===== config.mk =====
export PLATFORM = sky130hd
export DESIGN_NAME = gteDataRegs
export DESIGN_NICKNAME = d
export VERILOG_FILES = /design/src/hdl/gteRegs_pkg.sv /design/src/hdl/colorFifo.sv /design/src/hdl/gteDataRegs.sv /design/src/hdl/irBankReadout.sv /design/src/hdl/leadSignCount.sv /design/src/hdl/screenFifo.sv
export VERILOG_INCLUDE_DIRS = /design/src /design/src/hdl
export SDC_FILE = /design/constraint.sdc
export NUM_CORES = 1
export LEC_CHECK = 0
export ABC_AREA = 1
export ABC_CLOCK_PERIOD_IN_PS = 17100
export BUFFER_PORTS_ARGS = -buffer_cell sky130_fd_sc_hd__buf_2
export CAP_MARGIN = 10
export CORE_ASPECT_RATIO = 0.9
export CORE_MARGIN = 1.5
export CORE_UTILIZATION = 30
export DETAILED_ROUTE_END_ITERATION = 10
export GPL_TIMING_DRIVEN = 0
export PLACE_DENSITY = 0.5
export SLEW_MARGIN = 20
export SYNTH_ARGS = -nofsm -noshare
export SYNTH_HDL_FRONTEND = slang
export SYNTH_SLANG_ARGS = --single-unit

===== constraint.sdc =====
create_clock -name i_clk -period 17.1 [get_ports i_clk]
set_input_delay 1.71 -clock i_clk [delete_from_list [all_inputs] [get_ports i_clk]]
set_output_delay 1.71 -clock i_clk [all_outputs]
set_load 0.005 [all_outputs]

===== src/hdl/gteRegs_consts.svh =====
// Register numbers, widths and FIFO depths for the GTE data register file
// Only the data registers kept here have numbers, all others read zero
`ifndef GTEREGS_CONSTS_SVH
`define GTEREGS_CONSTS_SVH

// ----------------------------------------------------------------------
// Widths
// ----------------------------------------------------------------------
`define GTE_REGID_W     5       // CPU register number
`define GTE_DATA_W      32      // CPU data word
`define GTE_HALF_W      16      // Screen coordinate / IR value
`define GTE_CHAN_W      8       // One colour byte

// FIFO depths
`define GTE_SXY_DEPTH   3
`define GTE_SZ_DEPTH    4

// IRGB packing, 5-bit colour field sits at bit 7 of an IR value
`define GTE_IRGB_SHIFT  7
`define GTE_IRGB_MAX    31

// ----------------------------------------------------------------------
// Data register numbers
// ----------------------------------------------------------------------
`define GTE_DR_RGBC     6       // Colour/code cache

`define GTE_DR_IR0      8
`define GTE_DR_IR1      9
`define GTE_DR_IR2      10
`define GTE_DR_IR3      11

`define GTE_DR_SXY0     12
`define GTE_DR_SXY1     13
`define GTE_DR_SXY2     14
`define GTE_DR_SXYP     15      // Write pushes, read mirrors SXY2

`define GTE_DR_SZ0      16
`define GTE_DR_SZ1      17
`define GTE_DR_SZ2      18
`define GTE_DR_SZP      19      // Newest Z entry (SZ3)

`define GTE_DR_RGB0     20
`define GTE_DR_RGB1     21
`define GTE_DR_RGB2     22

`define GTE_DR_IRGB     28      // Packed colour write into IR1..IR3
`define GTE_DR_ORGB     29      // Read only, same as IRGB read
`define GTE_DR_LZCS     30      // Leading sign count source
`define GTE_DR_LZCR     31      // Leading sign count result

`endif


===== src/hdl/gteRegs_pkg.sv =====
// Shared types of the GTE data register file
// One 32-bit CPU word is seen either as two coordinates or as four bytes
`default_nettype none

`include "gteRegs_consts.svh"

package gteRegs_pkg;

	// Signed screen coordinate, also used for IR values
	typedef logic signed [`GTE_HALF_W-1:0] coord_t;

	// SXYn layout, Y in the upper half
	typedef struct packed {
		coord_t sy;
		coord_t sx;
	} screenXy_s;

	// RGBn / RGBC layout, code byte on top
	typedef struct packed {
		logic [`GTE_CHAN_W-1:0] code;
		logic [`GTE_CHAN_W-1:0] b;
		logic [`GTE_CHAN_W-1:0] g;
		logic [`GTE_CHAN_W-1:0] r;
	} color_s;

	// CPU data word, decoded by the register it targets
	typedef union packed {
		screenXy_s              xy;
		color_s                 col;
		logic [`GTE_DATA_W-1:0] raw;
	} dataWord_u;

endpackage

`default_nettype wire


===== src/hdl/colorFifo.sv =====
// Colour FIFO RGB0..RGB2 plus the RGBC colour/code cache
// Each channel shifts on its own push, code byte moves with blue
`timescale 1ns/10ps
`default_nettype none

`include "gteRegs_consts.svh"

module colorFifo import gteRegs_pkg::*; (
	input  wire logic                    i_clk,
	input  wire logic                    i_arstN,
	input  wire logic [`GTE_REGID_W-1:0] i_regId,
	input  wire logic                    i_wrReg,
	input  wire dataWord_u               i_dataIn,
	input  wire logic                    i_pushR,
	input  wire logic                    i_pushG,
	input  wire logic                    i_pushB,
	input  wire logic [`GTE_CHAN_W-1:0]  i_colV,
	output color_s                       o_rgb0,
	output color_s                       o_rgb1,
	output color_s                       o_rgb2,
	output color_s                       o_rgbc
);

	localparam int RegIdW = `GTE_REGID_W;
	localparam int ChanW  = `GTE_CHAN_W;
	localparam int Depth  = 3;              // RGB0..RGB2

	// Byte 0 = r, 1 = g, 2 = b, 3 = code, same order as color_s
	logic [3:0][ChanW-1:0] ent [Depth];
	color_s                rgbc;

	logic [Depth-1:0]      wrRgb;
	logic                  wrRgbc;
	logic [3:0]            chanPush;
	logic [3:0][ChanW-1:0] newest;

	always_comb begin
		for (int k = 0; k < Depth; k++) begin
			wrRgb[k] = i_wrReg && (i_regId == RegIdW'(`GTE_DR_RGB0 + k));
		end
	end

	assign wrRgbc   = i_wrReg && (i_regId == RegIdW'(`GTE_DR_RGBC));
	assign chanPush = {i_pushB, i_pushB, i_pushG, i_pushR};     // Code rides with blue
	assign newest   = {rgbc.code, i_colV, i_colV, i_colV};      // Code from the cache

	// ------------------------------------------------------------------
	// Per channel shift, CPU writes whole words
	// ------------------------------------------------------------------
	always_ff @(posedge i_clk or negedge i_arstN) begin
		if (!i_arstN) begin
			for (int k = 0; k < Depth; k++) begin
				ent[k] <= '0;
			end
			rgbc <= '0;
		end else begin
			for (int c = 0; c < 4; c++) begin
				for (int k = 0; k < Depth - 1; k++) begin
					if (chanPush[c])   ent[k][c] <= ent[k+1][c];
					else if (wrRgb[k]) ent[k][c] <= i_dataIn.raw[c*ChanW +: ChanW];
				end
				if (chanPush[c])           ent[Depth-1][c] <= newest[c];
				else if (wrRgb[Depth-1])   ent[Depth-1][c] <= i_dataIn.raw[c*ChanW +: ChanW];
			end
			if (wrRgbc) rgbc <= i_dataIn.col;
		end
	end

	assign o_rgb0 = ent[0];
	assign o_rgb1 = ent[1];
	assign o_rgb2 = ent[2];
	assign o_rgbc = rgbc;

endmodule

`default_nettype wire


===== src/hdl/gteDataRegs.sv =====
// GTE data register file as seen from the CPU
// Write strobe with combinational read, one-cycle write-back strobes, no back-pressure
`timescale 1ns/10ps
`default_nettype none

`include "gteRegs_consts.svh"

module gteDataRegs import gteRegs_pkg::*; (
	input  wire logic                    i_clk,
	input  wire logic                    i_arstN,

	// CPU port
	input  wire logic [`GTE_REGID_W-1:0] i_regId,
	input  wire logic                    i_wrReg,
	input  wire dataWord_u               i_dataIn,
	output dataWord_u                    o_dataOut,

	// Coprocessor write-back
	input  wire logic                    i_pushX,
	input  wire logic                    i_pushY,
	input  wire logic                    i_pushZ,
	input  wire coord_t                  i_xyV,
	input  wire coord_t                  i_otzV,
	input  wire logic                    i_pushR,
	input  wire logic                    i_pushG,
	input  wire logic                    i_pushB,
	input  wire logic [`GTE_CHAN_W-1:0]  i_colV,
	input  wire logic [3:0]              i_wrIr,
	input  wire coord_t                  i_ir0V,
	input  wire coord_t                  i_ir13V
);

	// FIFO contents toward the read mux
	screenXy_s sxy0, sxy1, sxy2;
	coord_t    sz0, sz1, sz2, sz3;
	color_s    rgb0, rgb1, rgb2, rgbc;

	screenFifo instScreen (
		.i_clk    (i_clk),   .i_arstN  (i_arstN),
		.i_regId  (i_regId), .i_wrReg  (i_wrReg), .i_dataIn (i_dataIn),
		.i_pushX  (i_pushX), .i_pushY  (i_pushY), .i_pushZ  (i_pushZ),
		.i_xyV    (i_xyV),   .i_otzV   (i_otzV),
		.o_sxy0   (sxy0),    .o_sxy1   (sxy1),    .o_sxy2   (sxy2),
		.o_sz0    (sz0),     .o_sz1    (sz1),     .o_sz2    (sz2),    .o_sz3 (sz3)
	);

	colorFifo instColor (
		.i_clk    (i_clk),   .i_arstN  (i_arstN),
		.i_regId  (i_regId), .i_wrReg  (i_wrReg), .i_dataIn (i_dataIn),
		.i_pushR  (i_pushR), .i_pushG  (i_pushG), .i_pushB  (i_pushB),
		.i_colV   (i_colV),
		.o_rgb0   (rgb0),    .o_rgb1   (rgb1),    .o_rgb2   (rgb2),   .o_rgbc (rgbc)
	);

	// IR bank and the read side of every register
	irBankReadout instReadout (
		.i_clk    (i_clk),   .i_arstN  (i_arstN),
		.i_regId  (i_regId), .i_wrReg  (i_wrReg), .i_dataIn (i_dataIn),
		.i_wrIr   (i_wrIr),  .i_ir0V   (i_ir0V),  .i_ir13V  (i_ir13V),
		.i_sxy0   (sxy0),    .i_sxy1   (sxy1),    .i_sxy2   (sxy2),
		.i_sz0    (sz0),     .i_sz1    (sz1),     .i_sz2    (sz2),    .i_sz3  (sz3),
		.i_rgb0   (rgb0),    .i_rgb1   (rgb1),    .i_rgb2   (rgb2),   .i_rgbc (rgbc),
		.o_dataOut(o_dataOut)
	);

endmodule

`default_nettype wire


===== src/hdl/irBankReadout.sv =====
// IR0..IR3 and LZCS registers, plus the combinational CPU read mux
// Read data follows i_regId in the same cycle, unknown numbers read zero
`timescale 1ns/10ps
`default_nettype none

`include "gteRegs_consts.svh"

module irBankReadout import gteRegs_pkg::*; (
	input  wire logic                    i_clk,
	input  wire logic                    i_arstN,
	input  wire logic [`GTE_REGID_W-1:0] i_regId,
	input  wire logic                    i_wrReg,
	input  wire dataWord_u               i_dataIn,
	input  wire logic [3:0]              i_wrIr,
	input  wire coord_t                  i_ir0V,
	input  wire coord_t                  i_ir13V,
	input  wire screenXy_s               i_sxy0,
	input  wire screenXy_s               i_sxy1,
	input  wire screenXy_s               i_sxy2,
	input  wire coord_t                  i_sz0,
	input  wire coord_t                  i_sz1,
	input  wire coord_t                  i_sz2,
	input  wire coord_t                  i_sz3,
	input  wire color_s                  i_rgb0,
	input  wire color_s                  i_rgb1,
	input  wire color_s                  i_rgb2,
	input  wire color_s                  i_rgbc,
	output dataWord_u                    o_dataOut
);

	localparam int RegIdW = `GTE_REGID_W;
	localparam int HalfW  = `GTE_HALF_W;
	localparam int PadW   = `GTE_DATA_W - `GTE_HALF_W;

	coord_t                 ir [4];
	logic [`GTE_DATA_W-1:0] lzcs;
	logic [5:0]             lzCount;
	logic [14:0]            irgbPack;       // {B5, G5, R5}
	logic [3:0]             wrIrCpu;
	logic                   wrIrgb, wrLzcs;

	// IR value to a 5-bit colour, clamped to 0..31
	function automatic logic [4:0] sat5(input coord_t v);
		coord_t q;
		q = v >>> `GTE_IRGB_SHIFT;
		if (v < 0)                   return '0;
		else if (q > `GTE_IRGB_MAX)  return 5'(`GTE_IRGB_MAX);
		else                         return q[4:0];
	endfunction

	always_comb begin
		for (int k = 0; k < 4; k++) begin
			wrIrCpu[k] = i_wrReg && (i_regId == RegIdW'(`GTE_DR_IR0 + k));
		end
	end

	assign wrIrgb = i_wrReg && (i_regId == RegIdW'(`GTE_DR_IRGB));
	assign wrLzcs = i_wrReg && (i_regId == RegIdW'(`GTE_DR_LZCS));

	// ------------------------------------------------------------------
	// IR and LZCS registers
	// ------------------------------------------------------------------
	always_ff @(posedge i_clk or negedge i_arstN) begin
		if (!i_arstN) begin
			for (int k = 0; k < 4; k++) begin
				ir[k] <= '0;
			end
			lzcs <= '0;
		end else begin
			if (i_wrIr[0])       ir[0] <= i_ir0V;
			else if (wrIrCpu[0]) ir[0] <= i_dataIn.xy.sx;
			for (int k = 1; k < 4; k++) begin
				if (i_wrIr[k])       ir[k] <= i_ir13V;     // Shared IR1..IR3 value
				else if (wrIrgb)     ir[k] <= coord_t'(i_dataIn.raw[(k-1)*5 +: 5])
				                              << `GTE_IRGB_SHIFT;
				else if (wrIrCpu[k]) ir[k] <= i_dataIn.xy.sx;
			end
			if (wrLzcs) lzcs <= i_dataIn.raw;
		end
	end

	leadSignCount instLeadCount (
		.i_value (lzcs),
		.o_count (lzCount)
	);

	assign irgbPack = {sat5(ir[3]), sat5(ir[2]), sat5(ir[1])};

	// ------------------------------------------------------------------
	// CPU read mux
	// ------------------------------------------------------------------
	always_comb begin
		o_dataOut.raw = '0;
		case (i_regId)
			`GTE_DR_SXY0                : o_dataOut.xy  = i_sxy0;
			`GTE_DR_SXY1                : o_dataOut.xy  = i_sxy1;
			`GTE_DR_SXY2, `GTE_DR_SXYP  : o_dataOut.xy  = i_sxy2;     // SXYP mirrors newest
			`GTE_DR_SZ0                 : o_dataOut.raw = {{PadW{1'b0}}, i_sz0};
			`GTE_DR_SZ1                 : o_dataOut.raw = {{PadW{1'b0}}, i_sz1};
			`GTE_DR_SZ2                 : o_dataOut.raw = {{PadW{1'b0}}, i_sz2};
			`GTE_DR_SZP                 : o_dataOut.raw = {{PadW{1'b0}}, i_sz3};
			`GTE_DR_RGB0                : o_dataOut.col = i_rgb0;
			`GTE_DR_RGB1                : o_dataOut.col = i_rgb1;
			`GTE_DR_RGB2                : o_dataOut.col = i_rgb2;
			`GTE_DR_RGBC                : o_dataOut.col = i_rgbc;
			`GTE_DR_IR0                 : o_dataOut.raw = {{PadW{ir[0][HalfW-1]}}, ir[0]};
			`GTE_DR_IR1                 : o_dataOut.raw = {{PadW{ir[1][HalfW-1]}}, ir[1]};
			`GTE_DR_IR2                 : o_dataOut.raw = {{PadW{ir[2][HalfW-1]}}, ir[2]};
			`GTE_DR_IR3                 : o_dataOut.raw = {{PadW{ir[3][HalfW-1]}}, ir[3]};
			`GTE_DR_IRGB, `GTE_DR_ORGB  : o_dataOut.raw = {17'd0, irgbPack};
			`GTE_DR_LZCS                : o_dataOut.raw = lzcs;
			`GTE_DR_LZCR                : o_dataOut.raw = {26'd0, lzCount};
			default                     : o_dataOut.raw = '0;        // Dropped registers
		endcase
	end

endmodule

`default_nettype wire


===== src/hdl/leadSignCount.sv =====
// Leading sign bit counter, result 1..32
// All-zero and all-one words give 32
`timescale 1ns/10ps
`default_nettype none

`include "gteRegs_consts.svh"

module leadSignCount (
	input  wire logic [`GTE_DATA_W-1:0] i_value,
	output logic [5:0]                  o_count
);

	localparam int DataW = `GTE_DATA_W;

	// Scan from MSB down, stop at the first bit differing from the sign
	always_comb begin
		logic run;
		logic [5:0] cnt;
		run = 1'b1;
		cnt = '0;
		for (int i = DataW - 1; i >= 0; i--) begin
			if (run && (i_value[i] == i_value[DataW-1])) begin
				cnt = cnt + 6'd1;
			end else begin
				run = 1'b0;                 // Sign run broken
			end
		end
		o_count = cnt;                      // Sign bit itself always counts
	end

endmodule

`default_nettype wire


===== src/hdl/screenFifo.sv =====
// Screen XY FIFO (3 entries) and screen Z FIFO (4 entries)
// CPU write and coprocessor push in the same cycle is not supported
`timescale 1ns/10ps
`default_nettype none

`include "gteRegs_consts.svh"

module screenFifo import gteRegs_pkg::*; (
	input  wire logic                    i_clk,
	input  wire logic                    i_arstN,
	input  wire logic [`GTE_REGID_W-1:0] i_regId,
	input  wire logic                    i_wrReg,
	input  wire dataWord_u               i_dataIn,
	input  wire logic                    i_pushX,
	input  wire logic                    i_pushY,
	input  wire logic                    i_pushZ,
	input  wire coord_t                  i_xyV,
	input  wire coord_t                  i_otzV,
	output screenXy_s                    o_sxy0,
	output screenXy_s                    o_sxy1,
	output screenXy_s                    o_sxy2,
	output coord_t                       o_sz0,
	output coord_t                       o_sz1,
	output coord_t                       o_sz2,
	output coord_t                       o_sz3
);

	localparam int RegIdW = `GTE_REGID_W;
	localparam int XyD    = `GTE_SXY_DEPTH;
	localparam int ZD     = `GTE_SZ_DEPTH;

	coord_t sx [XyD];           // Entry 0 is oldest
	coord_t sy [XyD];
	coord_t sz [ZD];

	logic [XyD-1:0] wrSxy;      // Direct CPU writes SXY0..SXY2
	logic [ZD-1:0]  wrSz;       // SZ0..SZ2, top bit is SZP
	logic           wrSxyp;
	logic           shiftX, shiftY;
	coord_t         newX, newY;

	// ------------------------------------------------------------------
	// Register decode
	// ------------------------------------------------------------------
	always_comb begin
		for (int k = 0; k < XyD; k++) begin
			wrSxy[k] = i_wrReg && (i_regId == RegIdW'(`GTE_DR_SXY0 + k));
		end
		for (int k = 0; k < ZD - 1; k++) begin
			wrSz[k] = i_wrReg && (i_regId == RegIdW'(`GTE_DR_SZ0 + k));
		end
		wrSz[ZD-1] = i_wrReg && (i_regId == RegIdW'(`GTE_DR_SZP));
	end

	assign wrSxyp = i_wrReg && (i_regId == RegIdW'(`GTE_DR_SXYP));
	assign shiftX = i_pushX | wrSxyp;       // SXYP write pushes both halves
	assign shiftY = i_pushY | wrSxyp;
	assign newX   = i_wrReg ? i_dataIn.xy.sx : i_xyV;
	assign newY   = i_wrReg ? i_dataIn.xy.sy : i_xyV;

	// ------------------------------------------------------------------
	// FIFO storage
	// ------------------------------------------------------------------
	always_ff @(posedge i_clk or negedge i_arstN) begin
		if (!i_arstN) begin
			for (int k = 0; k < XyD; k++) begin
				sx[k] <= '0;
				sy[k] <= '0;
			end
			for (int k = 0; k < ZD; k++) begin
				sz[k] <= '0;
			end
		end else begin
			for (int k = 0; k < XyD - 1; k++) begin
				if (shiftX)        sx[k] <= sx[k+1];        // Shift toward oldest
				else if (wrSxy[k]) sx[k] <= i_dataIn.xy.sx;
				if (shiftY)        sy[k] <= sy[k+1];
				else if (wrSxy[k]) sy[k] <= i_dataIn.xy.sy;
			end
			if (shiftX)              sx[XyD-1] <= newX;
			else if (wrSxy[XyD-1])   sx[XyD-1] <= i_dataIn.xy.sx;
			if (shiftY)              sy[XyD-1] <= newY;
			else if (wrSxy[XyD-1])   sy[XyD-1] <= i_dataIn.xy.sy;

			// Z shifts only on coprocessor push, SZP write does not shift
			for (int k = 0; k < ZD - 1; k++) begin
				if (i_pushZ)      sz[k] <= sz[k+1];
				else if (wrSz[k]) sz[k] <= i_dataIn.xy.sx;   // Low half
			end
			if (i_pushZ)         sz[ZD-1] <= i_otzV;
			else if (wrSz[ZD-1]) sz[ZD-1] <= i_dataIn.xy.sx;
		end
	end

	assign o_sxy0 = {sy[0], sx[0]};
	assign o_sxy1 = {sy[1], sx[1]};
	assign o_sxy2 = {sy[2], sx[2]};
	assign o_sz0  = sz[0];
	assign o_sz1  = sz[1];
	assign o_sz2  = sz[2];
	assign o_sz3  = sz[3];

endmodule

`default_nettype wire


; Word level (Yosys, flattened, before mapping)
; Index checks and enable logic that the tools add are counted.
[classes]
add_sub_neg = 30
magnitude_cmp = 6
n_eq_ne = 51
n_mux = 125
bitwise_logic = 2
n_reduce_logical = 73
[ops]
columns = cell, count
row1 = one-hot mux 32 bit (18 select lines), 1
row2 = two-way mux 16 bit, 33
row3 = two-way mux 8 bit, 24
row4 = two-way mux 6 bit, 30
row5 = "adder 6 x 1 -> 6 bit, second input constant", 29
row6 = "== test 5 bit, second input constant", 11
row7 = logical AND 1 bit, 48
row8 = "< comparator 16 x 1 -> 1 bit, second input constant", 3
row9 = "== test 5 x 4 -> 1 bit, second input constant", 8
row10 = nonzero test 2 bit, 20
row11 = == test 1 bit, 31
row12 = two-way mux 1 bit, 30
row13 = two-way mux 5 bit, 6
row14 = "> comparator 9 x 6 -> 1 bit, second input constant", 3
row15 = nonzero test 3 bit, 3
row16 = "== test 5 x 3 -> 1 bit, second input constant", 1
row17 = OR reduction 2 bit, 2
row18 = "adder 2 x 1 -> 3 bit, second input constant", 1
row19 = two-way mux 2 bit, 1
row20 = OR 1 bit, 2
[word_totals]
register_bits = 384
inputBits = 122
out_inout_bits = 32
elab_cells = 318

; Depth between registers and ports, before layout
[depth]
word_depth = 63
mapped_depth = 94
mapped_depth_nobuf = 94

; Cells and area by module
; From an unflattened synthesis, not the netlist that was laid out.
[unflattened]
cells_unflattened = 3934
hier_area_um2 = 25826.0
[by_module_without_submodules]
columns = mod, n_inst, cells_each, area_per_inst_um2, seq_area_each_um2
row1 = screenFifo, 1, 1029, 8166.6, 4003.8
row2 = irBankReadout, 1, 1415, 8044.0, 2402.3
row3 = colorFifo, 1, 790, 6035.8, 3203.1
row4 = leadSignCount, 1, 700, 3579.7, 0.0

; Worst setup path after synthesis
; No wires, ideal clock.
[synth_timing]
path_type = reg2out
start = register instReadout.lzcs[31]
end = output o_dataOut[4] in the netlist's numbering
arrival_ns = 11.223
required_time_ns = 15.390
slack_ns = 4.167
path_stages_with_launch = 92
n_path_buf = 1
path_cell_list = dfrtp_1 > buf_6 > nor2_2 > nand2_2 > nand2_4 > nand2_2 > inv_2 > nand2_1 > o21ai_1 > inv_1 > ha_1 > nand2_1 > nand2_1 > ha_1 > nand2_1 > nand2_1 > ha_1 > or2_2 > [56 not listed] > ha_1 > nand2_1 > nand2_1 > ha_1 > or2_2 > nand2_1 > inv_1 > ha_1 > nand2_1 > nand2_1 > ha_1 > inv_1 > nor2_1 > nand4_1 > nand3b_1 > nand2_1 > nand2_1 > nand2_1
[synth_lines]
columns = item, line
row1 = "start, declared", irBankReadout.sv:36  ; logic [`GTE_DATA_W-1:0] lzcs;
row2 = "start signal, assigned", irBankReadout.sv:78  ; if (wrLzcs) lzcs <= i_dataIn.raw;
row3 = "end, declared", gteDataRegs.sv:16  ; output dataWord_u o_dataOut,

==> results.json <==
{
  "status": "completed",
  "irDropWorstVdd_mv": 0.0873,
  "wirelength_mm": 101,
  "slew_headroom_pct": 19.0,
  "grt_overflow": 0,
  "pwr-share-clk_pct": 34.8,
  "p_leak_nw": 12.3,
  "rows": 95,
  "cts_resized": 0,
  "yosysTopAreaCell": "dfrtp_1",
  "synth_common_cells": "nand2_1, inv_1, dfrtp_1",
  "worstPathArrival_ns": 13.30,
  "start_util_pct": 30.3,
  "vias": 23100,
  "rsz0062_at_grt": "no",
  "slew_violations": 0,
  "pin_count": 154,
  "worst_pin_slew_ns": 1.20,
  "slowest_delay_ns": 0.47,
  "synth_edf_count": 0,
  "syn_avg_cell_area_um2": 7.41,
  "dr.pass1.iters": 6,
  "h-tree-depth": 2,
  "p_switching_mw": 0.964,
  "drc": 0,
  "switching_share_pct": 34.8,
  "synth-xor-area-share_pct": 0.583,
  "worst_clock_skew_ns": 0.0142,
  "grt_pass1_vias": 21200,
  "drv_cap": 0,
  "async_flop_share_pct": 100,
  "cts.path.max_buffers": 3,
  "post-cts-setup-buffers": 0,
  "gp_congestion": 0.967,
  "fin_crit_ns": 15.01,
  "cts_sinks": 384,
  "syn_inst": 3044,
  "ant_nets": 0,
  "vias_per_cell": 5.44,
  "hold_class": "reg -> reg",
  "synth_compound_area_share_pct": 21.3,
  "final.fill_count": 7957,
  "io_buffer_count": 149,
  "synth_most_common_cell": "nand2_1",
  "grt_antenna_before_repair": 2,
  "combPwrFrac_pct": 24.3,
  "yosys_warnings": 0,
  "synth_top_family_by_area": "simple AND/OR/NAND/NOR gates",
  "whs_ns": 0.488,
  "die_w_um": 292,
  "synth_area_leaders": "dfrtp_1, nand2_1, inv_1, o21ai_0, o221ai_1",
  "timing_hold_violations_final": 0,
  "finish.utilization_pct": 35.0,
  "cp-start-kind": "register",
  "fin_crit_sh_pct": 87.8,
  "fmax_ghz": 0.0666,
  "grt_pass1_wl_mm": 146,
  "dp_hpwl_mm": 77.1,
  "cts_tree": "yes",
  "intPower_mw": 1.81,
  "pre_cts_ws_ns": 2.62,
  "worstSetupPathType": "reg -> out",
  "synth_cell_types": 48,
  "syn_area_um2": 22600,
  "grt_use_total_pct": 25.7,
  "core_area_um2": 74500,
  "cts-root-buf": "clkbuf_16",
  "synth_top_cell_area_share_pct": 42.6,
  "hold_buffers": 0,
  "setup_ws_ns": 2.09,
  "synthMuxAreaShare_pct": 0.0499,
  "path_max_fanout": 10,
  "die_h_um": 263,
  "ys_seq_area_share_pct": 42.6,
  "path_common_cell": "nand2_1",
  "drive_gt1_share_pct": 9.65,
  "power_mw": 2.77,
  "synth.ff_latch_count": 384,
  "path_buf_inv": 13,
  "cts_buffers": 45,
  "nNetsFinal": 3395,
  "slowest_stage": "o211ai_1",
  "synth_top_flop_cell": "dfrtp_1",
  "synthAdderAreaFrac_pct": 1.50,
  "synthSimpleGateAreaFrac_pct": 24.5,
  "die_area_um2": 76800,
  "grt_max_degree": 91,
  "tns_ns": 0,
  "clock_latency_ns": 0.59,
  "setup_viol_count_final": 0,
  "powerDensity_nw_per_um2": 106,
  "syn_nets": 3193,
  "clkTransAtPathRegs_ns": 0.06,
  "crit_required_ns": 15.39,
  "path_delay_family": "adder cells",
  "seqPwrFrac_pct": 41.0,
  "wl_per_cell_um": 23.7,
  "drt-initial-drc-count": 2715,
  "area_growth_pct": 15.7,
  "critPathCaptureType": "output pin"
}
[registers in the layout, summed over array words and instances (netlist names)]
signal	flops
instScreen.o_sz3	16
instScreen.o_sz2	16
instColor.o_rgb0	32
instScreen.o_sxy2	32
instScreen.o_sz1	16
instScreen.o_sxy1	32
instColor.o_rgb1	32
instColor.o_rgbc	32
instScreen.o_sxy0	32
instReadout.lzcs	32
instColor.o_rgb2	32
instScreen.o_sz0	16
instReadout.ir	64
[routing by layer]
layer	GRT usage [%]	wire (um)	up-vias
li1	-	-	10700
met1	36.8	44500	11000
met2	37.7	42500	1165
met3	5.37	9650	193
met4	9.73	4180	2
met5	0	11	-
[through the flow]
step / area [um^2] / cells
floorplan: 22600 / 3044
global placement: 24500 / 4163
detailed placement: 24700 / 4169
CTS: 26100 / 4245
global route: 26100 / 4246
finish: 26100 / 4246
[cell type report]
cell class,count,area [um^2],area share [%]
Inverter,433,1630,6.23
Antenna cell,1,2.50,0.00959
Timing Repair Buffer,155,905,3.47
Sequential cell,384,9610,36.8
Tap cell,970,1210,4.65
Clock buffer,66,1290,4.96
Clock inverter,10,105,0.403
Multi-Input combinational cell,2096,10800,41.5
Buffer,131,500,1.92
[worst min-delay path, stage by stage, from the launching register on]
cell	delay (ns)
dfrtp_1	0.34
nand2_1	0.05
o221ai_1	0.06
[kinds of logic after synthesis]
| kind of cell | after synthesis |
|---|---|
| DFF | 384 |
| buffers and inverters | 564 |
| adders and majority gates | 27 |
| AOI/OAI and AO/OA | 725 |
| xor gates and xnor gates | 15 |
| and+or+nand+nor | 1328 |
| muxes | 1 |
[final timing paths]
check	cells after the start	end	start	slack, ns
max	87	o_dataOut[1]	instReadout.lzcs[31]	2.09
min	2	instColor.o_rgb1[14]	instColor.o_rgb1[14]	0.49
max reg2reg	2	instReadout.lzcs[31]	instReadout.lzcs[31]	16.20
min reg2reg	2	instColor.o_rgb1[14]	instColor.o_rgb1[14]	0.49
max in group asynchronous	4	instScreen.o_sz2[11]	i_arstN	14.80
min in group asynchronous	1	instReadout.lzcs[30]	i_arstN	0.90
[power groups by stage]
stage / sequential [mW] / clock, mW / combinational [mW]
CTS: 1.13 / 0.968 / 0.669
finish: 1.13 / 0.963 / 0.673
global placement: 1.14 / 0 / 0.659
detailed placement: 1.14 / 0 / 0.665
global route: 1.15 / 1.00 / 0.767
floorplan: 1.11 / 0 / 0.451
[cell usage in the layout (no fill, tap or decap), drive strengths merged]
master    count
o22ai        79
a221o         6
nand2       913
o2bb2ai       1
nor4b         1
buf         164
a22oi        17
a221oi       54
diode         1
a2111oi       5
ha           27
bufinv        2
nand3       136
clkinv       16
or2           3
nor4          3
o221ai      106
nor3         11
o211ai      107
a211oi       11
inv         423
nor2        231
dfrtp       384
xor2         10
o311ai        4
o21ai       226
a21oi        86
a22o          4
nand4        26
xnor2         5
nor3b         1
o31ai         1
mux2          1
nand3b        3
o2111ai       8
clkinvlp      2
clkbuf      188
a31oi        10
No activity file was read; power rests on OpenSTA's default activity.
